### src/common/fb_pkg.sv
`default_nettype none

package fb_pkg;

  // axi-lite write path widths
  localparam int AXIL_DATA_W = 16;
  localparam int AXIL_STRB_W = 2;

  localparam logic [1:0] AXIL_RESP_OKAY = 2'b00;

  typedef logic [15:0] pixel_t;
  typedef logic [11:0] color_t;
  typedef logic [19:0] fb_addr_t;
  typedef logic [9:0]  coord_t;
  typedef logic [1:0]  cfg_addr_t;

  typedef enum logic [1:0] {
    PAT_SOLID   = 2'd0,
    PAT_VSTRIPE = 2'd1,
    PAT_HSTRIPE = 2'd2,
    PAT_CHECKER = 2'd3
  } pattern_kind_e;

  typedef struct packed {
    pattern_kind_e kind;
    logic [2:0]    shift;
    color_t        fg;
    color_t        bg;
  } pattern_cfg_t;

  // register map
  localparam cfg_addr_t REG_CTRL   = 2'd0;
  localparam cfg_addr_t REG_FG     = 2'd1;
  localparam cfg_addr_t REG_BG     = 2'd2;
  localparam cfg_addr_t REG_STATUS = 2'd3;

  // ctrl fields: start [0], kind [2:1], shift [5:3]
  localparam int CTRL_START_BIT = 0;
  localparam int CTRL_KIND_LSB  = 1;
  localparam int CTRL_SHIFT_LSB = 3;

  // status fields
  localparam int STATUS_BUSY_BIT = 0;
  localparam int STATUS_DONE_BIT = 1;

  typedef struct packed {
    fb_addr_t awaddr;
    logic     awvalid;
  } axil_aw_t;

  typedef struct packed {
    logic [AXIL_DATA_W-1:0] wdata;
    logic [AXIL_STRB_W-1:0] wstrb;
    logic                   wvalid;
  } axil_w_t;

  typedef struct packed {
    logic [1:0] bresp;
    logic       bvalid;
  } axil_b_t;

  typedef enum logic {
    IDLE    = 1'b0,
    WRITING = 1'b1
  } gen_state_e;

endpackage

`default_nettype wire

### src/verilog/fb_pattern_regs.sv
`timescale 1ns/1ps
`default_nettype none

module fb_pattern_regs (
  input  wire logic              clk,
  input  wire logic              reset,
  input  wire logic              cfg_we,
  input  wire fb_pkg::cfg_addr_t cfg_addr,
  input  wire logic [15:0]       cfg_wdata,
  input  wire logic              busy,
  input  wire logic              done,
  output logic [15:0]            cfg_rdata,
  output logic                   start,
  output fb_pkg::pattern_cfg_t   pattern_cfg
);

  fb_pkg::pattern_kind_e kind_q;
  logic [2:0]            shift_q;
  fb_pkg::color_t        fg_q;
  fb_pkg::color_t        bg_q;
  logic                  done_q;
  logic                  ctrl_wr;

  assign ctrl_wr = cfg_we && (cfg_addr == fb_pkg::REG_CTRL);

  always_ff @(posedge clk) begin
    if (reset) begin
      kind_q  <= fb_pkg::PAT_SOLID;
      shift_q <= 3'd0;
      fg_q    <= '0;
      bg_q    <= '0;
    end else if (cfg_we) begin
      case (cfg_addr)
        fb_pkg::REG_CTRL: begin
          // fields update even while a fill runs
          kind_q  <= fb_pkg::pattern_kind_e'(cfg_wdata[fb_pkg::CTRL_KIND_LSB +: 2]);
          shift_q <= cfg_wdata[fb_pkg::CTRL_SHIFT_LSB +: 3];
        end
        fb_pkg::REG_FG: fg_q <= cfg_wdata[11:0];
        fb_pkg::REG_BG: bg_q <= cfg_wdata[11:0];
        default: ;
      endcase
    end
  end

  // start pulse, dropped while busy or while a start is already in flight
  always_ff @(posedge clk) begin
    if (reset) begin
      start <= 1'b0;
    end else begin
      start <= ctrl_wr && cfg_wdata[fb_pkg::CTRL_START_BIT] && !busy && !start;
    end
  end

  // sticky done, cleared by the next accepted start
  always_ff @(posedge clk) begin
    if (reset) begin
      done_q <= 1'b0;
    end else if (start) begin
      done_q <= 1'b0;
    end else if (done) begin
      done_q <= 1'b1;
    end
  end

  assign pattern_cfg = '{kind: kind_q, shift: shift_q, fg: fg_q, bg: bg_q};

  always_comb begin
    cfg_rdata = '0;
    case (cfg_addr)
      fb_pkg::REG_CTRL: begin
        cfg_rdata[fb_pkg::CTRL_KIND_LSB +: 2]  = kind_q;
        cfg_rdata[fb_pkg::CTRL_SHIFT_LSB +: 3] = shift_q;
      end
      fb_pkg::REG_FG: cfg_rdata[11:0] = fg_q;
      fb_pkg::REG_BG: cfg_rdata[11:0] = bg_q;
      fb_pkg::REG_STATUS: begin
        cfg_rdata[fb_pkg::STATUS_BUSY_BIT] = busy;
        cfg_rdata[fb_pkg::STATUS_DONE_BIT] = done_q;
      end
      default: ;
    endcase
  end

endmodule

`default_nettype wire

### config.mk
export PLATFORM = sky130hd
export DESIGN_NAME = fb_pattern_regs
export DESIGN_NICKNAME = d
export VERILOG_FILES = /design/src/common/fb_pkg.sv /design/src/verilog/fb_pattern_regs.sv
export SDC_FILE = /design/constraint.sdc
export NUM_CORES = 1
export LEC_CHECK = 0
export BUFFER_PORTS_ARGS = -buffer_cell sky130_fd_sc_hd__buf_2
export CAP_MARGIN = 10
export CORE_MARGIN = 3
export CORE_UTILIZATION = 25
export DETAILED_ROUTE_END_ITERATION = 6
export PLACE_DENSITY_LB_ADDON = 0.15
export SYNTH_ARGS = -nofsm -noshare
export SYNTH_HDL_FRONTEND = slang
export SYNTH_SLANG_ARGS = --single-unit
### constraint.sdc
create_clock -name clk -period 2 [get_ports clk]
set_input_delay 0.2 -clock clk [delete_from_list [all_inputs] [get_ports clk]]
set_output_delay 0.2 -clock clk [all_outputs]
set_load 0.01 [all_outputs]
# After elaboration in Yosys (flattened, before gate mapping)
# Index checks and enable logic that the tools add are counted.
dict set report totals {
  inputBits 23
  ff_bits 31
  output_inout_bits 46
  word_cells 24
}
dict set report classes {
  mux 4
  eq_ne 3
  reduce_logical 11
}
# operator count
set ops {}
lappend ops {{$pmux W4 S3} 1}
lappend ops {{$pmux W6 S2} 1}
lappend ops {{$reduce_and A2 Y1} 3}
lappend ops {{$eq A2 B2 Y1 const B} 2}
lappend ops {{$logic_and A1 B1 Y1} 4}
lappend ops {{$pmux W1 S4} 1}
lappend ops {{$pmux W1 S3} 1}
lappend ops {{$eq A2 B1 Y1 const B} 1}
lappend ops {{$logic_not A1 Y1} 2}
lappend ops {{$logic_not A2 Y1} 1}
lappend ops {{$reduce_or A2 Y1} 1}

# Longest topological paths before layout
# Gate-level depths: netlist of run 1.
dict set report logic_depth {
  word_depth 5
  ltp_mapped 6
}

# Worst setup path after synthesis of run 1
# No wires, ideal clock.
dict set report synth_path {
  kind {input to output}
  start {input port cfg_addr[1]}
  end {output port cfg_rdata[1]}
  t_arrival_ns 1.142
  setup_slack_ns 0.658
  required_ns 1.800
  stages 6
  n_path_buf 2
  path_cell_list {inv_1 > ha_1 > buf_6 > buf_6 > a222oi_1 > mux2i_1}
}
dict set report synth_between {
  elab_chain_cells 2
  elab_cells_between_ends 5
}
# element line
set synth_lines {}
lappend synth_lines {{from (decl)} fb_pattern_regs.sv:8} ;# input wire fb_pkg::cfg_addr_t cfg_addr,
lappend synth_lines {{$eq A2 B2 Y1 (tied with other cells)} fb_pattern_regs.sv:70} ;# case (cfg_addr)
lappend synth_lines {{$pmux W1 S4 (*)} fb_pattern_regs.sv:70}
lappend synth_lines {{to (decl)} fb_pattern_regs.sv:12} ;# output logic [15:0] cfg_rdata,
# Every way passes the cells marked *; elsewhere a longest branch is shown, timed or not.

# Worst setup path after layout of run 1
dict set report layout_path {
  start {input port cfg_addr[0]}
  end {output port cfg_rdata[3]}
}
dict set report layout_between {
  elab_chain_cells 2
  elab_cells_between_ends 4
}
# element line
set layout_lines {}
lappend layout_lines {{$eq A2 B2 Y1 (tied with other cells)} fb_pattern_regs.sv:70}
lappend layout_lines {{$pmux W4 S3 (*)} fb_pattern_regs.sv:70}
# Marks and branches as above.

==> results of run 1 <==
power by group:
group | internal, W | switching (W) | leakage, nW
clock network | 0.000270 | 0.000227 | 0.0470
logic | 0.0000847 | 0.000119 | 0.611
registers | 0.000638 | 0.0000137 | 0.252
total | 0.000993 | 0.000360 | 0.910
worst register-to-register path: stages, from the launching register on:
cell and delay (ns):
sky130_fd_sc_hd__dfxtp_1 0.36, sky130_fd_sc_hd__a21bo_1 0.21, sky130_fd_sc_hd__a21oi_1 0.13
kinds of logic (layout without fill, tap and decap cells):
| family | count (synthesis) | after routing | synth area share |
|---|---|---|---|
| muxes | 1 | 1 | 0.006211 |
| buffers and inverters | 26 | 75 | 0.09317 |
| other | 1 | 4 | 0.002327 |
| DFF | 31 | 31 | 0.3851 |
| AOI/OAI and AO/OA | 70 | 70 | 0.3354 |
| and+or+nand+nor | 44 | 44 | 0.1390 |
| adders and majority gates | 5 | 5 | 0.03882 |
layout make-up:
class                      instances  area, um^2  share of cell area
sequential                        31       620.6              0.3060
inverter                           3       11.26            0.005552
tap                               75       93.84             0.04627
clock inverter                     1       5.005            0.002468
timing repair buffer              65       362.8              0.1789
clock buffer                       6       82.58             0.04072
multi-input combinational        124       852.1              0.4201
per-layer routing:
layer,wire [um],part of all wire
met1,2080,0.47
met2,2003,0.45
met3,327,0.074
met4,36,0.0081
met5,0,0
flip-flops by register name, indices dropped and copies added (netlist names):
signal   cells
bg_q        12
done_q       1
fg_q        12
kind_q       2
shift_q      3
start        1
synth_stat cells:
cell | instances | share of area
sky130_fd_sc_hd__dfxtp_1 | 31 | 0.39
sky130_fd_sc_hd__conb_1 | 1 | 0.0023
sky130_fd_sc_hd__nor3_1 | 2 | 0.0062
sky130_fd_sc_hd__clkbuf_1 | 3 | 0.0070
sky130_fd_sc_hd__nor2b_1 | 6 | 0.023
sky130_fd_sc_hd__ha_1 | 5 | 0.039
sky130_fd_sc_hd__nor2_1 | 6 | 0.014
sky130_fd_sc_hd__a222oi_1 | 6 | 0.037
sky130_fd_sc_hd__a21oi_1 | 29 | 0.090
sky130_fd_sc_hd__a22oi_1 | 6 | 0.028
sky130_fd_sc_hd__inv_1 | 3 | 0.0070
sky130_fd_sc_hd__mux2i_1 | 1 | 0.0062
sky130_fd_sc_hd__nand4b_1 | 1 | 0.0054
sky130_fd_sc_hd__buf_6 | 2 | 0.014
sky130_fd_sc_hd__a21bo_1 | 5 | 0.031
sky130_fd_sc_hd__a21bo_2 | 24 | 0.15
sky130_fd_sc_hd__buf_2 | 12 | 0.037
sky130_fd_sc_hd__nand3_1 | 29 | 0.090
sky130_fd_sc_hd__buf_4 | 6 | 0.028
worst max-delay path by stage:
stage	start	to	slack, ns	cells past startpoint
5_1_grt	cfg_addr[0]	cfg_rdata[4]	0.21	6
3_3_place_gp	cfg_addr[0]	cfg_rdata[2]	0.38	6
2_1_floorplan	cfg_addr[1]	cfg_rdata[1]	0.66	6
4_1_cts	cfg_addr[0]	cfg_rdata[4]	0.37	6
3_5_place_dp	cfg_addr[0]	cfg_rdata[4]	0.37	6
6_report	cfg_addr[0]	cfg_rdata[3]	0.37	6
metrics by stage:
| stage | hold WS, ns | cells |
|---|---|---|
| floorplan | 0.2768 | 181 |
| global placement | 0.4402 | 298 |
| detailed placement | 0.4410 | 298 |
| CTS | 0.1740 | 305 |
| global route | 0.1878 | 305 |
| finish | 0.1833 | 305 |
==> impl_metrics.ini, run 1 <==
[run_status]
run_status = finished clean

[clock_network]
path_clk_slew_ns = 0.07
cts_made_buffers = 5
clock_sink_count = 31
insertion_delay_ns = 0.28
ctsLongestPathBuffers = 2
ctsRootBufferMaster = sky130_fd_sc_hd__clkbuf_8
ctsResizeCount = 0
cts_max_level = 2
tritoncts = done
cts.repair_timing.setup_buffer_count = 0
cts-hold-fix-buffers = 0

[route]
dr.first_iter.drc_count = 63
detail_route.drc_violations = 0
vias_per_cell = 4.777
vias = 1457
finalWirelength_um = 4446
route.detailed.wl_per_inst_um = 14.58
drt_pass1_iterations = 4
final_antenna_net_count = 0

[timing]
final_max_slew_viol_count = 0
final.min_clock_period_ns = 1.633
relSlewSlack = 0.5748
finalSetupViolCount = 0
timing.final.crit_share = 0.8167
final_layout_setup_total_negative_slack_ns = 0
timing.clock.skew_ns = 0.00008321
max_slew.worst_pin.slew_ns = 0.6377
worst_slack_ns = 0.3665
rsz_0062_raised_after_global_routing = false
final-hold-violation-count = 0
fmax_mhz = 612.2

[critical_path]
r2r_path_end = fg_q[2]
regToRegSetupSlack_ns = 1.22
crit_buf_inv = 3
worst_setup_path_end_kind = primary output
critical_path_peak_fanout = 15
rr_worst_depth = 2
critical-path-max-stage-delay_ns = 0.55
critPathMostFrequentCell = sky130_fd_sc_hd__buf_2
list_of_cells_traversed_by_the_critical_path = buf_2, inv_1, ha_1, a222oi_1, nor2_1, buf_2
cpLargestDelayFamily = adder cells
required_ns = 1.80
worstReg2RegStart = fg_q[2]
timing.critical_path.slowest_stage_cell = sky130_fd_sc_hd__ha_1
timing.critical_path.arrival_ns = 1.43
timing.critical_path.from_type = input pin
crit_type = input pin to primary output

[floorplanning]
die_y_um = 86.29
core_region_area_um2 = 6096
placement_rows = 28
die_w_um = 86.29
pin_count = 69
initial_core_utilization = 0.2644
fp.dieArea_um2 = 7446

[finish]
top_library_cells_by_usage_in_the_layout_fill_and_taps_aside = sky130_fd_sc_hd__buf_2 (60), sky130_fd_sc_hd__dfxtp_1 (31), sky130_fd_sc_hd__nand3_1 (29), sky130_fd_sc_hd__a21oi_1 (29), sky130_fd_sc_hd__a21bo_2 (24)
layout.core_utilization = 0.3327
filler_cell_count = 683
nets = 258
post-route-cell-area_um2 = 2028
mostFrequentLayoutCell = sky130_fd_sc_hd__buf_2
share_of_post_route_cells_with_drive_strength_above_1 = 0.4174
synthToLayoutAreaGrowth_pct = 25.85
antenna_diode_count = 0

[synthesis]
synth-seq-cells = 31
yosys_warns = 0
synth_seq_area_share = 0.3851
synth.lib_cells_used.distinct = 19
post_synth.cell_area_avg_um2 = 9.054
netlist_instances = 178
synthesis.area_um2 = 1612

[hold_path]
worst_hold_startpoint = cfg_wdata[11]
min-delay-path-class = input pin to flip-flop
worst_hold_path.endpoint = bg_q[11]
min_path_cells = 3

[place]
post_dp_cell_area_um2 = 1941
place_congestion = 0.6687
port_buffers = 60
worst_slack_placed_ns = 0.3750
hpwl_um = 3011

[power_and_ir_drop]
p_leak_nw = 0.9103
vdd.ir_drop.worst_v = 0.0002440
design_power_total_w = 0.001352
power.density_cell_area_nw_per_um2 = 666.8

[global_route]
grt_overflow = 0
grt.total_usage = 0.1206
gr-max-usage-layer = met2
grt_max_degree = 37
first_global_vias = 1388
grtUsageMet3 = 0.03707
grtUsageMet1 = 0.1602
wire_length_of_the_first_global_routing_pass_um = 7044
globalRouteMet2Util = 0.1885
grt_antenna_before_repair = 0

[run]
max_cap_violations = 0
Note: power is estimated with default switching activity, not from simulation.
==> run 2: changes to the inputs <==
--- a/config.mk
+++ b/config.mk
@@ -5,6 +5,7 @@
 export SDC_FILE = /design/constraint.sdc
 export NUM_CORES = 1
 export LEC_CHECK = 0
+export ABC_AREA = 1
 export BUFFER_PORTS_ARGS = -buffer_cell sky130_fd_sc_hd__buf_2
 export CAP_MARGIN = 10
 export CORE_MARGIN = 3
==> constraint.sdc (replaced) <==
create_clock -name clk -period 1.4 [get_ports clk]
set_input_delay 0.14 -clock clk [delete_from_list [all_inputs] [get_ports clk]]
set_output_delay 0.14 -clock clk [all_outputs]
set_load 0.01 [all_outputs]
==> run 2 against run 1 <==
Compared with the run above:
- first-iteration DRC count decreased by 9.5%
- combinational power rose by 47%
- non-clock buffer count increased by 2
- cell area is essentially flat
- global-route usage is 0.92 points higher
- synthesized cell count increased by 20%
- critical path depth stayed put
- worst hold slack worse by 0.11 ns
- flip-flop and latch count is the same
- cell count grew 14%
- wire length increased by 3.0%
- synthesized area is 2.6% lower
- largest power group unchanged
==> impl_metrics.ini, run 2 <==
[critical_path]
r2r_path_end = start
critical-path-max-stage-delay_ns = 0.33
timing.critical_path.from_type = input pin
crit_type = input pin to primary output
worstReg2RegStart = start
critical_path_peak_fanout = 6
timing.critical_path.arrival_ns = 1.14
timing.critical_path.slowest_stage_cell = sky130_fd_sc_hd__ha_2
list_of_cells_traversed_by_the_critical_path = buf_2, inv_1, ha_2, inv_1, a21oi_1, buf_2
worst_setup_path_end_kind = primary output
regToRegSetupSlack_ns = 0.65
first_element_of_the_critical_path = cfg_addr[1]
rr_worst_depth = 2
crit_path_to = cfg_rdata[7]
required_ns = 1.26

[synthesis]
synth.lib_cells_used.distinct = 18
async_flop_share = 0
area_share_of_the_largest_cell_type_after_synthesis = 0.3952
post-synth-top-count-cell = sky130_fd_sc_hd__nand2_1
post_synth.cell_area_avg_um2 = 7.338
synthesis.area_um2 = 1570
leading_cell_types_by_total_area_after_synthesis = sky130_fd_sc_hd__dfxtp_1 (40%), sky130_fd_sc_hd__nand2_1 (15%), sky130_fd_sc_hd__nand3_1 (9.6%)
netlist_instances = 214
yosys_warns = 0
synth-seq-cells = 31
synthFlopType = sky130_fd_sc_hd__dfxtp_1
synth_commonest_cells = sky130_fd_sc_hd__nand2_1 (61), sky130_fd_sc_hd__dfxtp_1 (31), sky130_fd_sc_hd__nand3_1 (30), sky130_fd_sc_hd__a21oi_1 (28), sky130_fd_sc_hd__nor2_1 (16)
synth_seq_area_share = 0.3952
synth_top_cell_by_area = sky130_fd_sc_hd__dfxtp_1
synth_edf_count = 0

[floorplanning]
core_region_area_um2 = 5991
pin_count = 69
fp.dieArea_um2 = 7268
initial_core_utilization = 0.2621
die_w_um = 85.25
placement_rows = 28
die_y_um = 85.25

[timing]
fmax_mhz = 783.8
rsz_0062_raised_after_global_routing = false
final.min_clock_period_ns = 1.276
timing.final.crit_share = 0.9114
final_layout_setup_total_negative_slack_ns = 0
final-hold-violation-count = 0
timing.clock.skew_ns = 0.00003347
fin_hold_ws_ns = 0.07556
final_max_slew_viol_count = 0
finalSetupViolCount = 0

[finish]
post-route-cell-area_um2 = 2029
mostFrequentLayoutCell = sky130_fd_sc_hd__nand2_1
antenna_diode_count = 0
reg_top3 = bg_q (12), fg_q (12), shift_q (3)
nets = 301
share_of_post_route_cells_with_drive_strength_above_1 = 0.3102
synthToLayoutAreaGrowth_pct = 29.24
multi_input_area_um2 = 767.0
ff_latch_area_um2 = 620.6
top_library_cells_by_usage_in_the_layout_fill_and_taps_aside = sky130_fd_sc_hd__nand2_1 (61), sky130_fd_sc_hd__buf_2 (60), sky130_fd_sc_hd__dfxtp_1 (31), sky130_fd_sc_hd__nand3_1 (30), sky130_fd_sc_hd__a21oi_1 (28)
filler_cell_count = 672

[power_and_ir_drop]
intPower_w = 0.001481
pwr-share-seq = 0.464
p_sw_frac = 0.2664
p_clk_frac = 0.387
total_switching_power_w = 0.0005378
design_power_total_w = 0.002019
power_frac_comb = 0.148
p_leak_nw = 0.9823
power.density_cell_area_nw_per_um2 = 994.9
vdd.ir_drop.worst_v = 0.0003449

[place]
post_dp_cell_area_um2 = 1873
place_congestion = 0.7804
hpwl_um = 3207
port_buffers = 60

[clock_network]
ctsLongestPathBuffers = 2
clock_sink_count = 31
tritoncts = done
ctsRootBufferMaster = sky130_fd_sc_hd__clkbuf_8
cts_made_buffers = 5
cts_max_level = 2
insertion_delay_ns = 0.28
path_clk_slew_ns = 0.07

[route]
vias = 1525
dr.first_iter.drc_count = 57
final_antenna_net_count = 0
route.detailed.wl_per_inst_um = 13.12
drt_pass1_iterations = 4
finalWirelength_um = 4578
vias_per_cell = 4.370
detail_route.drc_violations = 0

[global_route]
first_global_vias = 1534
grt_overflow = 0
grt_max_degree = 26
wire_length_of_the_first_global_routing_pass_um = 7445
grt_antenna_before_repair = 0
grt.total_usage = 0.1298

[run_status]
run_status = finished clean

[run]
max_cap_violations = 0

[hold_path]
min-delay-path-class = input pin to flip-flop
==> run 2: stage by stage <==
| step | cells | worst slack [ns] | util |
|---|---|---|---|
| final | 349 | 0.1241 | 0.3388 |
| after global routing | 349 | 0.01495 | 0.3388 |
| after CTS | 348 | 0.09693 | 0.3294 |
| after detailed placement | 340 | 0.1061 | 0.3127 |
| after global placement | 340 | 0.09102 | 0.3127 |
| after floorplan | 217 | 0.3257 | - |
==> run 2: how the worst min path moves through the flow <==
| stage | slack [ns] | start | depth (start not counted) | endpoint |
|---|---|---|---|---|
| 2_1_floorplan | 0.27 | done | 2 | done_q |
| 3_3_place_gp | 0.36 | done | 3 | done_q |
| 3_5_place_dp | 0.37 | done | 3 | done_q |
| 4_1_cts | 0.07 | done | 3 | done_q |
| 5_1_grt | 0.1 | done | 3 | done_q |
| 6_report | 0.08 | done | 3 | done_q |
==> run 2: worst max-delay path: cells and delay by family <==
| family | cells | cell delay, ns |
|---|---|---|
| AO/OA/AOI/OAI | 1 | 0.16 |
| buffers and inverters | 4 | 0.50 |
| adder cells (fa/ha/maj) | 1 | 0.33 |
==> run 2: power by group through the flow <==
stage	Combinational (W)	Sequential, W	Clock, W
floorplan	0.000179	0.000969	0
global placement	0.000285	0.000958	0
detailed placement	0.000284	0.000958	0
CTS	0.000285	0.000938	0.000814
global route	0.000341	0.000942	0.000860
finish	0.000300	0.000938	0.000782
==> run 2: routing by layer <==
layer / up-vias / part of all wire / GRT usage
met5: - / 0 / 0
met4: 0 / 0.0063 / 0.03741
met3: 4 / 0.078 / 0.05243
met2: 57 / 0.43 / 0.2013
met1: 668 / 0.48 / 0.1660
li1: 796 / - / -
==> run 2: area by class of cell <==
| class | count | share of cell area |
|---|---|---|
| Tap cell | 75 | 0.04624 |
| Multi-Input combinational cell | 155 | 0.3779 |
| Sequential cell | 31 | 0.3058 |
| Clock buffer | 8 | 0.04932 |
| Timing Repair Buffer | 67 | 0.1967 |
| Inverter | 13 | 0.02404 |
==> run 2: timing repair <==
item	4_1_cts	5_1_grt
gates resized for setup	0	7
hold buffers	0	0
setup endpoints to repair	0	3
setup buffers	0	0
==> run 2: cell families (layout without fill, tap and decap cells) <==
logic type	Yosys count	in the layout	synth area share
buf+inv	31	88	0.1410
simple gates	111	111	0.3052
compound gates	35	35	0.1163
fa+ha+maj	5	5	0.03984
flops	31	31	0.3952
other cells	1	4	0.002388
