==> src/common/fb_pkg.sv <==
`default_nettype none

package fb_pkg;

  // axi-lite write path widths
  localparam int AXIL_DATA_W = 16;
  localparam int AXIL_STRB_W = 2;

  localparam logic [1:0] AXIL_RESP_OKAY = 2'b00;

  typedef logic [15:0] pixel_t;
  typedef logic [11:0] color_t;
  typedef logic [19:0] fb_addr_t;
  typedef logic [9:0]  coord_t;
  typedef logic [1:0]  cfg_addr_t;

  typedef enum logic [1:0] {
    PAT_SOLID   = 2'd0,
    PAT_VSTRIPE = 2'd1,
    PAT_HSTRIPE = 2'd2,
    PAT_CHECKER = 2'd3
  } pattern_kind_e;

  typedef struct packed {
    pattern_kind_e kind;
    logic [2:0]    shift;
    color_t        fg;
    color_t        bg;
  } pattern_cfg_t;

  // register map
  localparam cfg_addr_t REG_CTRL   = 2'd0;
  localparam cfg_addr_t REG_FG     = 2'd1;
  localparam cfg_addr_t REG_BG     = 2'd2;
  localparam cfg_addr_t REG_STATUS = 2'd3;

  // ctrl fields: start [0], kind [2:1], shift [5:3]
  localparam int CTRL_START_BIT = 0;
  localparam int CTRL_KIND_LSB  = 1;
  localparam int CTRL_SHIFT_LSB = 3;

  // status fields
  localparam int STATUS_BUSY_BIT = 0;
  localparam int STATUS_DONE_BIT = 1;

  typedef struct packed {
    fb_addr_t awaddr;
    logic     awvalid;
  } axil_aw_t;

  typedef struct packed {
    logic [AXIL_DATA_W-1:0] wdata;
    logic [AXIL_STRB_W-1:0] wstrb;
    logic                   wvalid;
  } axil_w_t;

  typedef struct packed {
    logic [1:0] bresp;
    logic       bvalid;
  } axil_b_t;

  typedef enum logic {
    IDLE    = 1'b0,
    WRITING = 1'b1
  } gen_state_e;

endpackage

`default_nettype wire

==> src/pattern_gen/vga_sram_pattern_generator.sv <==
`timescale 1ns/1ps
`default_nettype none

module vga_sram_pattern_generator #(
  parameter int h_pixels = 640,
  parameter int v_pixels = 480
) (
  input  wire logic                 clk,
  input  wire logic                 reset,
  input  wire logic                 start,
  input  wire fb_pkg::pattern_cfg_t pattern_cfg,
  input  wire logic                 awready,
  input  wire logic                 wready,
  input  wire fb_pkg::axil_b_t      b,
  output fb_pkg::axil_aw_t          aw,
  output fb_pkg::axil_w_t           w,
  output logic                      bready,
  output logic                      busy,
  output logic                      done
);

  fb_pkg::gen_state_e   state;
  fb_pkg::gen_state_e   next_state;
  fb_pkg::pattern_cfg_t cfg_q;
  fb_pkg::pattern_cfg_t cfg_use;
  fb_pkg::coord_t       row;
  fb_pkg::coord_t       column;
  fb_pkg::coord_t       row_nxt;
  fb_pkg::coord_t       column_nxt;
  logic                 last_column;
  logic                 last_pixel;
  logic                 write_start;
  logic                 write_done;

  // pattern rule on the shifted coordinates
  function automatic fb_pkg::pixel_t pattern_pixel(fb_pkg::pattern_cfg_t cfg,
                                                   fb_pkg::coord_t r,
                                                   fb_pkg::coord_t c);
    fb_pkg::coord_t r_s;
    fb_pkg::coord_t c_s;
    logic           use_fg;
    r_s = r >> cfg.shift;
    c_s = c >> cfg.shift;
    case (cfg.kind)
      fb_pkg::PAT_VSTRIPE: use_fg = !c_s[0];
      fb_pkg::PAT_HSTRIPE: use_fg = !r_s[0];
      fb_pkg::PAT_CHECKER: use_fg = (r_s[0] == c_s[0]);
      default:             use_fg = 1'b1;
    endcase
    return {(use_fg ? cfg.fg : cfg.bg), 4'b0000};
  endfunction

  assign write_done  = bready && b.bvalid;
  assign last_column = (column == fb_pkg::coord_t'(h_pixels - 1));
  assign last_pixel  = last_column && (row == fb_pkg::coord_t'(v_pixels - 1));

  // coordinates of the write about to be issued
  always_comb begin
    if (state == fb_pkg::IDLE) begin
      row_nxt    = '0;
      column_nxt = '0;
    end else if (last_column) begin
      row_nxt    = row + 1'b1;
      column_nxt = '0;
    end else begin
      row_nxt    = row;
      column_nxt = column + 1'b1;
    end
  end

  // first write of a fill sees the config before it is latched
  assign cfg_use = (state == fb_pkg::IDLE) ? pattern_cfg : cfg_q;

  always_comb begin
    next_state  = state;
    write_start = 1'b0;
    case (state)
      fb_pkg::IDLE: begin
        if (start) begin
          write_start = 1'b1;
          next_state  = fb_pkg::WRITING;
        end
      end
      fb_pkg::WRITING: begin
        if (write_done) begin
          if (last_pixel) begin
            next_state = fb_pkg::IDLE;
          end else begin
            write_start = 1'b1;
          end
        end
      end
      default: next_state = fb_pkg::IDLE;
    endcase
  end

  always_ff @(posedge clk) begin
    if (reset) begin
      state <= fb_pkg::IDLE;
      done  <= 1'b0;
    end else begin
      state <= next_state;
      done  <= (state == fb_pkg::WRITING) && write_done && last_pixel;
    end
  end

  always_ff @(posedge clk) begin
    if (state == fb_pkg::IDLE && start) begin
      cfg_q <= pattern_cfg;
    end
    if (write_start) begin
      row    <= row_nxt;
      column <= column_nxt;
    end
  end

  // axi-lite write channels, one write outstanding
  always_ff @(posedge clk) begin
    if (reset) begin
      aw.awvalid <= 1'b0;
      w.wvalid   <= 1'b0;
      bready     <= 1'b0;
    end else begin
      bready <= 1'b1;
      if (write_start) begin
        aw.awvalid <= 1'b1;
        w.wvalid   <= 1'b1;
      end else begin
        if (awready && aw.awvalid) begin
          aw.awvalid <= 1'b0;
        end
        if (wready && w.wvalid) begin
          w.wvalid <= 1'b0;
        end
      end
    end
  end

  always_ff @(posedge clk) begin
    if (write_start) begin
      aw.awaddr <= fb_pkg::fb_addr_t'(row_nxt) * fb_pkg::fb_addr_t'(h_pixels)
                   + fb_pkg::fb_addr_t'(column_nxt);
      w.wdata   <= pattern_pixel(cfg_use, row_nxt, column_nxt);
      w.wstrb   <= '1;
    end
  end

  assign busy = (state == fb_pkg::WRITING);

endmodule

`default_nettype wire

==> config.mk <==
export PLATFORM = sky130hd
export DESIGN_NAME = vga_sram_pattern_generator
export DESIGN_NICKNAME = d
export VERILOG_FILES = /design/src/common/fb_pkg.sv /design/src/pattern_gen/vga_sram_pattern_generator.sv
export SDC_FILE = /design/constraint.sdc
export NUM_CORES = 1
export LEC_CHECK = 0
export ABC_AREA = 1
export BUFFER_PORTS_ARGS = -buffer_cell sky130_fd_sc_hd__buf_2
export CORE_ASPECT_RATIO = 1.4
export CORE_MARGIN = 2
export CORE_UTILIZATION = 44
export DETAILED_ROUTE_END_ITERATION = 6
export HOLD_SLACK_MARGIN = 0.12
export PLACE_DENSITY_LB_ADDON = 0.2
export SKIP_LAST_GASP = 1
export SLEW_MARGIN = 20
export SYNTH_ARGS = -nofsm -noshare
export SYNTH_HDL_FRONTEND = slang
export SYNTH_SLANG_ARGS = --single-unit
==> constraint.sdc <==
create_clock -name clk -period 4.1 [get_ports clk]
set_clock_uncertainty 0.15 [all_clocks]
set_input_delay 0.41 -clock clk [delete_from_list [all_inputs] [get_ports clk]]
set_output_delay 0.41 -clock clk [all_outputs]
set_load 0.03 [all_outputs]
Word-level counts from Yosys, hierarchy flattened --
Index checks and enable logic that the tools add are counted. W data, S select, Z words.
Storage, ports and cells: word-level logic and storage cells 56, output and inout bits 43, register bits after elaboration 86, input port bits 37
Cells by class: reduce and logical (&&, ||, !) cells 11, equal/unequal tests 6, add/subtract/negate cells 3, $mul 1, bitwise operators 1, muxes and demuxes 19, shift-type cells 2
Operators with widths (count):
- $mux W10 | 4
- $mux W29 | 1
- $add A10 B1 Y10 const B | 2
- $add A20 B10 Y20 | 1
- $shr A10 B3 Y1 | 2
- $mul A10 B3 Y13 const B | 1
- $mux W12 | 1
- $eq A10 B10 Y1 const B | 1
- $eq A10 B9 Y1 const B | 1
- $mux W1 | 10
- $logic_and A1 B1 Y1 | 7
- $eq A2 B2 Y1 const B | 2
- $pmux W1 S2 | 2
- $reduce_bool A2 Y1 | 2
- $pmux W1 S3 | 1
- $eq A2 B1 Y1 const B | 1
- $logic_not A1 Y1 | 2
- $eq A1 B1 Y1 | 1
- $not A1 Y1 | 1

Logic depth before layout (Yosys ltp) --
Gate-level depths: netlist of run 1.
depth after elaboration 8, depth in mapped cells 21, mapped depth without buffers 21

Least setup slack after synthesis of run 1 --
Ideal clock, no wire load.
kind register -> register, start point register state (netlist: busy), end point register aw[10] in the netlist's numbering, enable pin, arrival 3.437 ns, required time 3.550 ns, clock period less this slack 3.987 ns, setup slack 0.113 ns, stages on the path, launching flop included 7, library setup time 0.400 ns, path buffers 3, cell sequence dfxtp_1 -> buf_6 -> buf_4 -> clkbuf_1 -> nor2_1 -> a21oi_1 -> inv_1
On the way: word-level cells in the longest chain between the ends 2
Ends and longest elaborated chain:
- from (decl) | RTL line vga_sram_pattern_generator.sv:22 | fb_pkg::gen_state_e state;
- from (signal assigned) | RTL line vga_sram_pattern_generator.sv:99 | state <= fb_pkg::IDLE;
- from (signal assigned) | RTL line vga_sram_pattern_generator.sv:102 | state <= next_state;
- $not A1 Y1
- $pmux W1 S2 (*) | RTL line vga_sram_pattern_generator.sv:77 | case (state)
- via write_start | RTL line vga_sram_pattern_generator.sv:32 | logic write_start;
- to (decl) | RTL line vga_sram_pattern_generator.sv:15 | output fb_pkg::axil_aw_t aw,
The timed path passes the listed nets; every way through them passes the cells marked *. A chain may end at the register's enable or synchronous reset.

Worst setup path after layout of run 1 --
start point register column[0], end point register aw[20] in the netlist's numbering (data pin)
On the way: word-level cells in the longest chain between the ends 5, elaborated cells on any way between the ends 8, classes of those cells add/sub (2); mul (1); eq/ne (1); mux (4)
Ends and longest elaborated chain:
- from (decl) | RTL line vga_sram_pattern_generator.sv:27 | fb_pkg::coord_t column;
- from (signal assigned) | RTL line vga_sram_pattern_generator.sv:113 | column <= column_nxt;
- $eq A10 B10 Y1 | RTL line vga_sram_pattern_generator.sv:54 | assign last_column = (column == fb_pkg::coord_t'(h_pixels - 1));
- $mux W10 | RTL line vga_sram_pattern_generator.sv:62 | end else if (last_column) begin
- $mux W10 | RTL line vga_sram_pattern_generator.sv:59 | if (state == fb_pkg::IDLE) begin
- via row_nxt[1] | RTL line vga_sram_pattern_generator.sv:28 | fb_pkg::coord_t row_nxt;
- $mul A10 B3 Y13 | RTL line vga_sram_pattern_generator.sv:141 | aw.awaddr <= fb_pkg::fb_addr_t'(row_nxt) * fb_pkg::fb_addr_t'(h_pixels)
- $add A20 B10 Y20 | RTL line vga_sram_pattern_generator.sv:142 | + fb_pkg::fb_addr_t'(column_nxt);
The timed path passes the listed nets, and every way through them passes these cells.

==> results.toml, run 1 <==
[placement]
dpl.hpwl_mm = 6.935
io_buffers = 71
globalplace.congestion = 0.8326

[critical_path]
r2r_end = "aw[20]$_DFFE_PP_"
reg2reg_slack_ns = 0.34
critPathMostFrequentCell = "nand2_1"
required_ns = 4.02
criticalPathCategory = "flip-flop to flip-flop"
cp_max_fo = 8
path_cells = "ha_2 > nand2_1 > nor2_4 > nand3_4 > nand2_1 > nand3_1 > inv_1 > ha_1 > ha_1 > fa_1 > nand3_1 > nand3_2 > nand2_1 > nand2_1 > a21oi_1 > xor2_1 > inv_1 > nand2_1 > nor2_1 > nand2_1 > o21ai_0"
critPathLaunchType = "flip-flop"
worstSetupEndpointType = "flip-flop"
reg2reg_from = "column[0]$_DFFE_PP_"
cp_num_cells = 21
cp_slowest_cell = "fa_1"
path_buf_inv = 2
ff2ff_path_depth = 21
crit_family = "simple AND/OR/NAND/NOR gates"
crit_path_max_incr_delay_ns = 0.41
arrival_ns = 3.67

[sta]
period_share_pct = 91.61
layout_min_cycle_time_ns = 3.756
clock.fmax_ghz = 0.2662
final-hold-violation-count = 0
rsz0062_at_grt = "no"
maxSlewViolCount = 0
max_slew_margin_pct = 58.02
setup-tns-final_ns = 0
tightest_slew_ns = 0.6297
holdWs_ns = 0.1329
setup_violations = 0

[run]
max-cap-violations = 0

[routing]
vias_per_cell = 4.907
drt_wl_total_mm = 9.959
via_count = 3734
avgRoutedWirePerCell_um = 13.09
firstDrtPassIters = 4
ant_nets = 0
drtIter0Drc = 209
drc_errors = 0

[synth]
synthTopCellsByCount = "nand2_1 (159), edfxtp_1 (74), inv_1 (56)"
synth_cell_types = 37
syn-cell-area_um2 = 4700
synth_cells = 522
yosysMostFrequentCell = "nand2_1"
synth_ff_type = "edfxtp_1"
netlist.area_leader.share_pct = 47.28
ys_seq_elements = 79
ys_seq_area_share_pct = 49.41
ys_warn_count = 0
synth_area_per_cell_um2 = 9.003
async_reset_ff_share_pct = 0
yosysTopAreaCell = "edfxtp_1"
synth_edf_count = 74
ys_top_cells_by_area = "edfxtp_1 (47%), nand2_1 (13%), nand3_1 (5.8%), ha_1 (5.1%), inv_1 (4.5%)"

[clock_network]
clk_pin_slew_ns = 0.06
tritoncts = "done"
clockRootBuffer = "clkbuf_16"
clk-insertion-delay-late_ns = 0.33
cts.sinks = 79
cts.htree.levels = 3
cts_buffers = 9
clockBufferDepth = 2

[floorplanning]
die_y_um = 126.3
die-area_um2 = 11540
rows = 44
core-area_um2 = 10410
io_pins = 80
initial_core_util_pct = 45.17
die_w_um = 91.35

[power]
p_per_area_nw_per_um2 = 381.3
leakage_uw = 0.002661
ir_drop_uv = 279.3

[min_path]
hold_depth = 1
hp-class = "input pin to flip-flop"
min_from = "pattern_cfg[15]"
hold_end = "cfg_q[15]$_DFFE_PP_"

[cells_and_area]
syn2layout_area_growth_pct = 20.61
nets = 676
n_antenna_cell = 0
drive_above_1_share_pct = 20.71

[global_routing]
grt_pass1_wl_mm = 16.64
grt.total_usage_pct = 17.81
grt_pass1_vias = 3682
grt_max_degree = 46
antenna_found_initial = 0
grt_overflow_total = 0

[status]
status = "finished clean"
## worst max path at each step
stage / from / to / slack (ns)
finish: column[0]$_DFFE_PP_ / aw[20]$_DFFE_PP_ / 0.34
global route: column[0]$_DFFE_PP_ / aw[20]$_DFFE_PP_ / 0.002
detailed placement: column[0]$_DFFE_PP_ / aw[20]$_DFFE_PP_ / 0.28
global placement: column[0]$_DFFE_PP_ / aw[20]$_DFFE_PP_ / 0.34
floorplan: busy$_SDFF_PP0_ / aw[10]$_DFFE_PP_ / 0.11
CTS: column[0]$_DFFE_PP_ / aw[20]$_DFFE_PP_ / 0.25
## cells in the final DEF (no fill, tap or decap), types with 3 or more instances in the layout
cell / instances
dlygate4sd3_1: 26
nor2_2: 4
a21oi_1: 14
o21ai_0: 7
nand3_1: 53
xor2_1: 16
dfxtp_1: 4
clkinvlp_4: 3
conb_1: 6
buf_2: 71
nand2_1: 159
xnor2_1: 7
ha_1: 18
nand4_1: 12
nor2_1: 22
clkbuf_16: 9
edfxtp_1: 74
inv_2: 3
o21bai_1: 3
inv_1: 55
nand2_2: 7
nand3_2: 12
buf_4: 8
nor3_1: 5
## state kept, by name, summed over array words and instances (netlist names)
signal  flops
w          13
column     10
cfg_q      29
row        10
bready      1
aw         14
busy        1
done        1
## what timing repair did
item                                    CTS  global route
endpoints found under the setup margin    0             3
buffers inserted                          0             2
gates resized for setup                   0             3
hold buffers                             26             0
endpoints found under the hold margin    27             0
## worst register-to-register path, cell delays in order, from the launching register on
cell and delay, ns:
edfxtp_1 0.39, ha_2 0.21, nand2_1 0.10, nor2_4 0.25, nand3_4 0.17, nand2_1 0.09
nand3_1 0.08, inv_1 0.12, ha_1 0.24, ha_1 0.23, fa_1 0.41, nand3_1 0.11
nand3_2 0.10, nand2_1 0.08, nand2_1 0.05, a21oi_1 0.15, xor2_1 0.20, inv_1 0.08
nand2_1 0.10, nor2_1 0.05, nand2_1 0.06, o21ai_0 0.07
## logic make-up (layout without fill, tap and decap cells)
group / Yosys count / in the layout / synth area share, %
compound gates: 29 / 29 / 3.461
xor+xnor: 23 / 23 / 4.286
fa+ha+maj: 21 / 21 / 5.911
buf+inv: 85 / 182 / 8.786
flops: 79 / 79 / 49.41
other cells: 2 / 6 / 0.1598
simple gates: 283 / 283 / 27.98
## through the flow
stage | cells | area (um2) | worst slack, ns | utilization, % | total power, uW
finish | 761 | 5668 | 0.3440 | 54.47 | 2161
global route | 761 | 5668 | 0.002068 | 54.47 | 2261
global placement | 717 | 5109 | 0.3442 | 49.10 | 1416
CTS | 759 | 5643 | 0.2499 | 54.23 | 2180
floorplan | 526 | 4715 | 0.1132 | - | 1330
detailed placement | 717 | 5109 | 0.2756 | 49.10 | 1424
## report_power, final
group	leakage [uW]	internal (uW)	switching [uW]
clock	0.000125	412	323
combinational	0.00177	141	287
sequential	0.000763	966	32.4
total	0.00266	1520	643
## layout make-up
cell class / instances / area (um2)
tap: 138 / 172.7
timing repair buffer: 105 / 675.6
inverter: 61 / 230.2
clock inverter: 6 / 45.04
clock buffer: 10 / 229.0
sequential: 79 / 2323
fill: 974 / 4737
multi-input combinational: 362 / 1992
## layer usage
layer	share of wire (%)	track usage [%]	vias up	wire (um)
met1	42	21.35	1719	4151
met4	1.7	6.863	0	170
met3	4.7	3.050	11	467
met2	52	31.72	97	5170
li1	-	-	1907	-
met5	0	0	-	0
Power figures use the tool's default switching activity.
==> run 2: changes to the inputs <==
Settings changed: CTS_BUF_LIST set to sky130_fd_sc_hd__clkbuf_8.
==> results.toml, run 2 (same netlist as run 1, synthesis figures left out) <==
[clock_network]
clk_pin_slew_ns = 0.09
tritoncts = "done"
clockBufferDepth = 2
clockRootBuffer = "clkbuf_8"
clk-insertion-delay-late_ns = 0.36
cts.htree.levels = 3
cts_buffers = 9
cts.sinks = 79

[run]
max-cap-violations = 0

[cells_and_area]
largest_reg_flops = 29
drive_above_1_share_pct = 20.89
largest_register = "cfg_q"
syn2layout_area_growth_pct = 19.62
final_area_um2 = 5622
layout_commonest_cell = "nand2_1"
fin_util_pct = 54.03
multi_input_area_um2 = 2007
top_regs = "cfg_q (29), aw (14), w (13)"
n_antenna_cell = 0
nets = 680
n_fill_cell = 979
final-seq-area_um2 = 2323
layout_common_cells = "nand2_1 (159), edfxtp_1 (74), buf_2 (71)"

[critical_path]
reg2reg_from = "column[0]$_DFFE_PP_"
arrival_ns = 3.74
crit_end = "aw[20]$_DFFE_PP_"
required_ns = 4.04
worstSetupStartpoint = "column[0]$_DFFE_PP_"
criticalPathCategory = "flip-flop to flip-flop"
cp_max_fo = 8
reg2reg_slack_ns = 0.30
worstSetupEndpointType = "flip-flop"
critPathLaunchType = "flip-flop"
ff2ff_path_depth = 21
r2r_end = "aw[20]$_DFFE_PP_"

[sta]
worst_slack_ns = 0.3000
setup-tns-final_ns = 0
period_share_pct = 92.68
tightest_slew_ns = 0.6270
max_slew_margin_pct = 58.20
rsz0062_at_grt = "no"
layout_min_cycle_time_ns = 3.800
setup_violations = 0
final-hold-violation-count = 0
clock.fmax_ghz = 0.2632
maxSlewViolCount = 0
holdWs_ns = 0.1739

[floorplanning]
initial_core_util_pct = 45.17
die-area_um2 = 11540
core-area_um2 = 10410
io_pins = 80
die_y_um = 126.3
rows = 44
die_w_um = 91.35

[power]
ir_drop_uv = 216.9
leakage_uw = 0.002637
p_per_area_nw_per_um2 = 347.3

[global_routing]
grt_pass1_vias = 3713
grt.total_usage_pct = 18.06
grt_pass1_wl_mm = 16.80
grt_overflow_total = 0
grt_max_degree = 46
antenna_found_initial = 0

[placement]
io_buffers = 71
pre_cts_slack_ns = 0.2756
placed_area_um2 = 5109
dpl.hpwl_mm = 6.935
globalplace.congestion = 0.8326

[min_path]
hp-class = "input pin to flip-flop"

[routing]
drc_errors = 0
drtIter0Drc = 204
vias_per_cell = 4.935
avgRoutedWirePerCell_um = 13.26
firstDrtPassIters = 5
drt_wl_total_mm = 10.15
via_count = 3775
ant_nets = 0

[status]
status = "finished clean"
-- run 2: final cells by class --
cell class	count	share of cell area, %
multi-input combinational	362	35.70
timing repair buffer	109	12.73
tap	138	3.071
clock buffer	9	2.203
inverter	61	4.095
clock inverter	7	0.8680
sequential	79	41.33
-- run 2: worst max-delay path, stage by stage (launching register included) --
cell	delay, ns
edfxtp_1	0.40
ha_2	0.21
nand2_1	0.11
nor2_4	0.25
nand3_4	0.16
nand2_1	0.09
nand3_1	0.08
inv_1	0.12
ha_1	0.24
ha_1	0.23
fa_1	0.43
nand3_1	0.12
nand3_2	0.11
nand2_1	0.08
nand2_1	0.05
a21oi_1	0.15
xor2_1	0.20
inv_1	0.08
nand2_1	0.10
nor2_1	0.05
nand2_1	0.06
o21ai_0	0.07
-- run 2: timing repair --
| action | 4_1_cts | 5_1_grt |
|---|---|---|
| endpoints found under the hold margin | 32 | 0 |
| gates resized for setup | 0 | 5 |
| setup endpoints to repair | 0 | 4 |
| buffers inserted | 0 | 2 |
| hold buffers | 30 | 0 |
-- run 2: worst min-delay path by stage --
stage	startpoint	endpoint	slack [ns]	cells after the start
2_1_floorplan	reset	done$_SDFF_PP0_	0.34	1
3_3_place_gp	bready$_DFF_P_	done$_SDFF_PP0_	0.33	2
3_5_place_dp	bready$_DFF_P_	done$_SDFF_PP0_	0.34	2
4_1_cts	wready	w[0]$_SDFFE_PP0P_	0.16	4
5_1_grt	wready	w[0]$_SDFFE_PP0P_	0.18	4
6_report	wready	w[0]$_SDFFE_PP0P_	0.17	4
-- run 2: stage by stage --
step           cells  total power, uW
2_1_floorplan    526             1330
3_5_place_dp     717             1424
4_1_cts          763             1964
3_3_place_gp     717             1416
6_report         765             1952
5_1_grt          765             2047
-- run 2: power by group --
part / switching, uW / internal, uW
Combinational: 289 / 144
Sequential: 32.6 / 964
Clock: 302 / 220
-- run 2: per-layer routing --
layer | routed length (um) | GRT usage, % | vias up
met5 | 0 | 0 | -
met4 | 153 | 7.041 | 0
met3 | 402 | 3.289 | 12
met2 | 5307 | 32.03 | 89
met1 | 4283 | 21.62 | 1762
li1 | - | - | 1912
==> run 3: changes to the inputs <==
Settings changed: ABC_AREA 1 to unset.
==> results.toml, run 3 <==
[synth]
synth_fa_ha_area_share_pct = 6.143
synthMuxAreaShare_pct = 3.985
synth_xor_area_share_pct = 6.392
synth-simple-area-share_pct = 15.30
ys_warn_count = 0
synth_area_per_cell_um2 = 11.75
synth_top_family_by_area = "simple AND/OR/NAND/NOR gates"
synth_compound_area_share_pct = 10.40
synth_cells = 385
yosysMostFrequentCell = "edfxtp_1"
yosysTopAreaCell = "edfxtp_1"
synth_edf_count = 74
synthTopCellsByCount = "edfxtp_1 (74), nor2_1 (28), a21oi_1 (23)"
ys_seq_elements = 79
synth_ff_type = "edfxtp_1"
netlist.area_leader.share_pct = 49.14
ys_seq_area_share_pct = 51.36
synth_cell_types = 61
syn-cell-area_um2 = 4522
ys_top_cells_by_area = "edfxtp_1 (49%), ha_1 (5.3%), mux2i_1 (4.0%), xnor2_1 (3.7%), xor2_1 (2.7%)"
async_reset_ff_share_pct = 0

[critical_path]
crit_path_max_incr_delay_ns = 0.59
path_buf_inv = 2
cp_num_cells = 15
critPathLaunchType = "flip-flop"
cp_slowest_cell = "fa_2"
reg2reg_from = "column[0]$_DFFE_PP_"
path_cells = "ha_4 > nand4_4 > buf_6 > o31ai_4 > and2_4 > nand2b_4 > inv_2 > ha_4 > ha_4 > fa_2 > or3b_4 > or3_4 > nor3_4 > o211ai_1 > nand3_1"
worstSetupEndpointType = "flip-flop"
reg2reg_slack_ns = 0.1
critPathMostFrequentCell = "ha_4"
required_ns = 4.18
worstSetupStartpoint = "column[0]$_DFFE_PP_"
arrival_ns = 4.08
crit_family = "simple AND/OR/NAND/NOR gates"
r2r_end = "aw[20]$_DFFE_PP_"
ff2ff_path_depth = 15
criticalPathCategory = "flip-flop to flip-flop"
cp_max_fo = 7

[min_path]
min_from = "wready"
hold_end = "w[0]$_SDFFE_PP0P_"
hold_depth = 3
hp-class = "input pin to flip-flop"

[cells_and_area]
top_regs = "cfg_q (29), aw (14), w (13)"
largest_register = "cfg_q"
drive_above_1_share_pct = 38.18
fin_cells = 685
syn2layout_area_growth_pct = 35.86
nets = 603
final_area_um2 = 6143
layout_commonest_cell = "edfxtp_1"
n_antenna_cell = 0
layout_common_cells = "edfxtp_1 (74), buf_2 (71), buf_4 (71)"
largest_reg_flops = 29
n_fill_cell = 800

[power]
power_uw = 2099
p_per_area_nw_per_um2 = 341.7
leakage_uw = 0.002629
ir_drop_uv = 162.0

[floorplanning]
io_pins = 80
die-area_um2 = 11120
initial_core_util_pct = 45.43
die_w_um = 89.68
rows = 43
core-area_um2 = 9953
die_y_um = 124.0

[placement]
globalplace.congestion = 0.8192
io_buffers = 71
placed_area_um2 = 5299
dpl.hpwl_mm = 6.924
place_inst = 625

[clock_network]
clk-insertion-delay-late_ns = 0.36
cts.sinks = 79
clk_pin_slew_ns = 0.09
clockRootBuffer = "clkbuf_8"
cts_buffers = 9
tritoncts = "done"
cts.htree.levels = 3
clockBufferDepth = 2

[routing]
firstDrtPassIters = 4
avgRoutedWirePerCell_um = 15.11
drc_errors = 0
ant_nets = 0
drtIter0Drc = 132
drt_wl_total_mm = 10.35
via_count = 3517
vias_per_cell = 5.134

[sta]
maxSlewViolCount = 0
max_slew_margin_pct = 62.20
setup_violations = 0
rsz0062_at_grt = "yes"
setup-tns-final_ns = 0
layout_min_cycle_time_ns = 4.000
holdWs_ns = 0.1530
final-hold-violation-count = 0
period_share_pct = 97.57
tightest_slew_ns = 0.5513
clock.fmax_ghz = 0.2500

[status]
status = "finished clean"

[run]
max-cap-violations = 0

[global_routing]
antenna_found_initial = 0
grt_max_degree = 50
grt.total_usage_pct = 18.56
grt_overflow_total = 0
grt_pass1_vias = 3395
grt_pass1_wl_mm = 15.77
run 3: changes by cell type after synthesis, sizes merged, moves of 4 or more:
cell,change
nand2,-150
nand3,-58
inv,-43
mux2i,+18
xnor2,+12
a21oi,+9
and2,+9
nand2b,+7
a21o,+6
nor2b,+6
and3,+4
nand4,-4
o31ai,+4
run 3: worst max path at each step:
stage,to,slack [ns]
3_3_place_gp,aw[20]$_DFFE_PP_,-0.05
4_1_cts,aw[20]$_DFFE_PP_,-0.02
6_report,aw[20]$_DFFE_PP_,0.1
5_1_grt,aw[20]$_DFFE_PP_,-0.08
3_5_place_dp,aw[20]$_DFFE_PP_,-0.09
2_1_floorplan,aw[20]$_DFFE_PP_,0.005
run 3: worst reg2reg max path: cells and delay by family (launching register included):
family | cells | cell delay (ns)
compound gates | 2 | 0.33
fa+ha+maj | 4 | 1.14
buf+inv | 2 | 0.24
flops | 1 | 0.42
simple gates | 7 | 1.60
run 3: metal layers:
| metal | share of wire [%] | up-vias | track usage, % |
|---|---|---|---|
| met2 | 54 | 83 | 32.44 |
| li1 | - | 1730 | - |
| met5 | 0 | - | 0 |
| met4 | 1.7 | 0 | 7.276 |
| met3 | 3.5 | 16 | 3.711 |
| met1 | 40 | 1688 | 21.99 |
run 3: stage by stage:
stage / utilization (%) / setup slack, ns
global placement: 53.24 / -0.05272
floorplan: - / 0.004765
finish: 61.72 / 0.09960
global route: 61.72 / -0.08023
CTS: 58.78 / -0.01887
detailed placement: 53.24 / -0.09403
run 3: final cells by class:
cell class,instances,area [um2],share of cell area [%]
well taps,135,168.9,2.749
multi-input cells,266,2187,35.60
clock buffers,9,123.9,2.016
clock inverters,7,78.83,1.283
repair buffers,173,1201,19.55
inverters,16,60.06,0.9776
flip-flops and latches,79,2323,37.82
run 3: cells by family (layout without fill, tap and decap cells):
group / after synthesis / after routing
simple gates: 118 / 118
flops: 79 / 79
compound gates: 70 / 70
buf+inv: 44 / 205
xor+xnor: 33 / 33
fa+ha+maj: 21 / 21
mux: 18 / 18
other cells: 2 / 6
run 3: what timing repair did:
action	CTS	global route
gates cloned	0	0
gates resized for setup	10	39
buffers inserted	2	13
endpoints found under the hold margin	32	0
endpoints found under the setup margin	4	5
pin swaps	4	24
hold buffers	29	0
run 3: power by group:
group	leakage, uW	internal, uW	switching (uW)	total [uW]
registers	0.000765	964	38.8	1000
clock network	0.000100	290	321	611
logic	0.00176	212	274	486
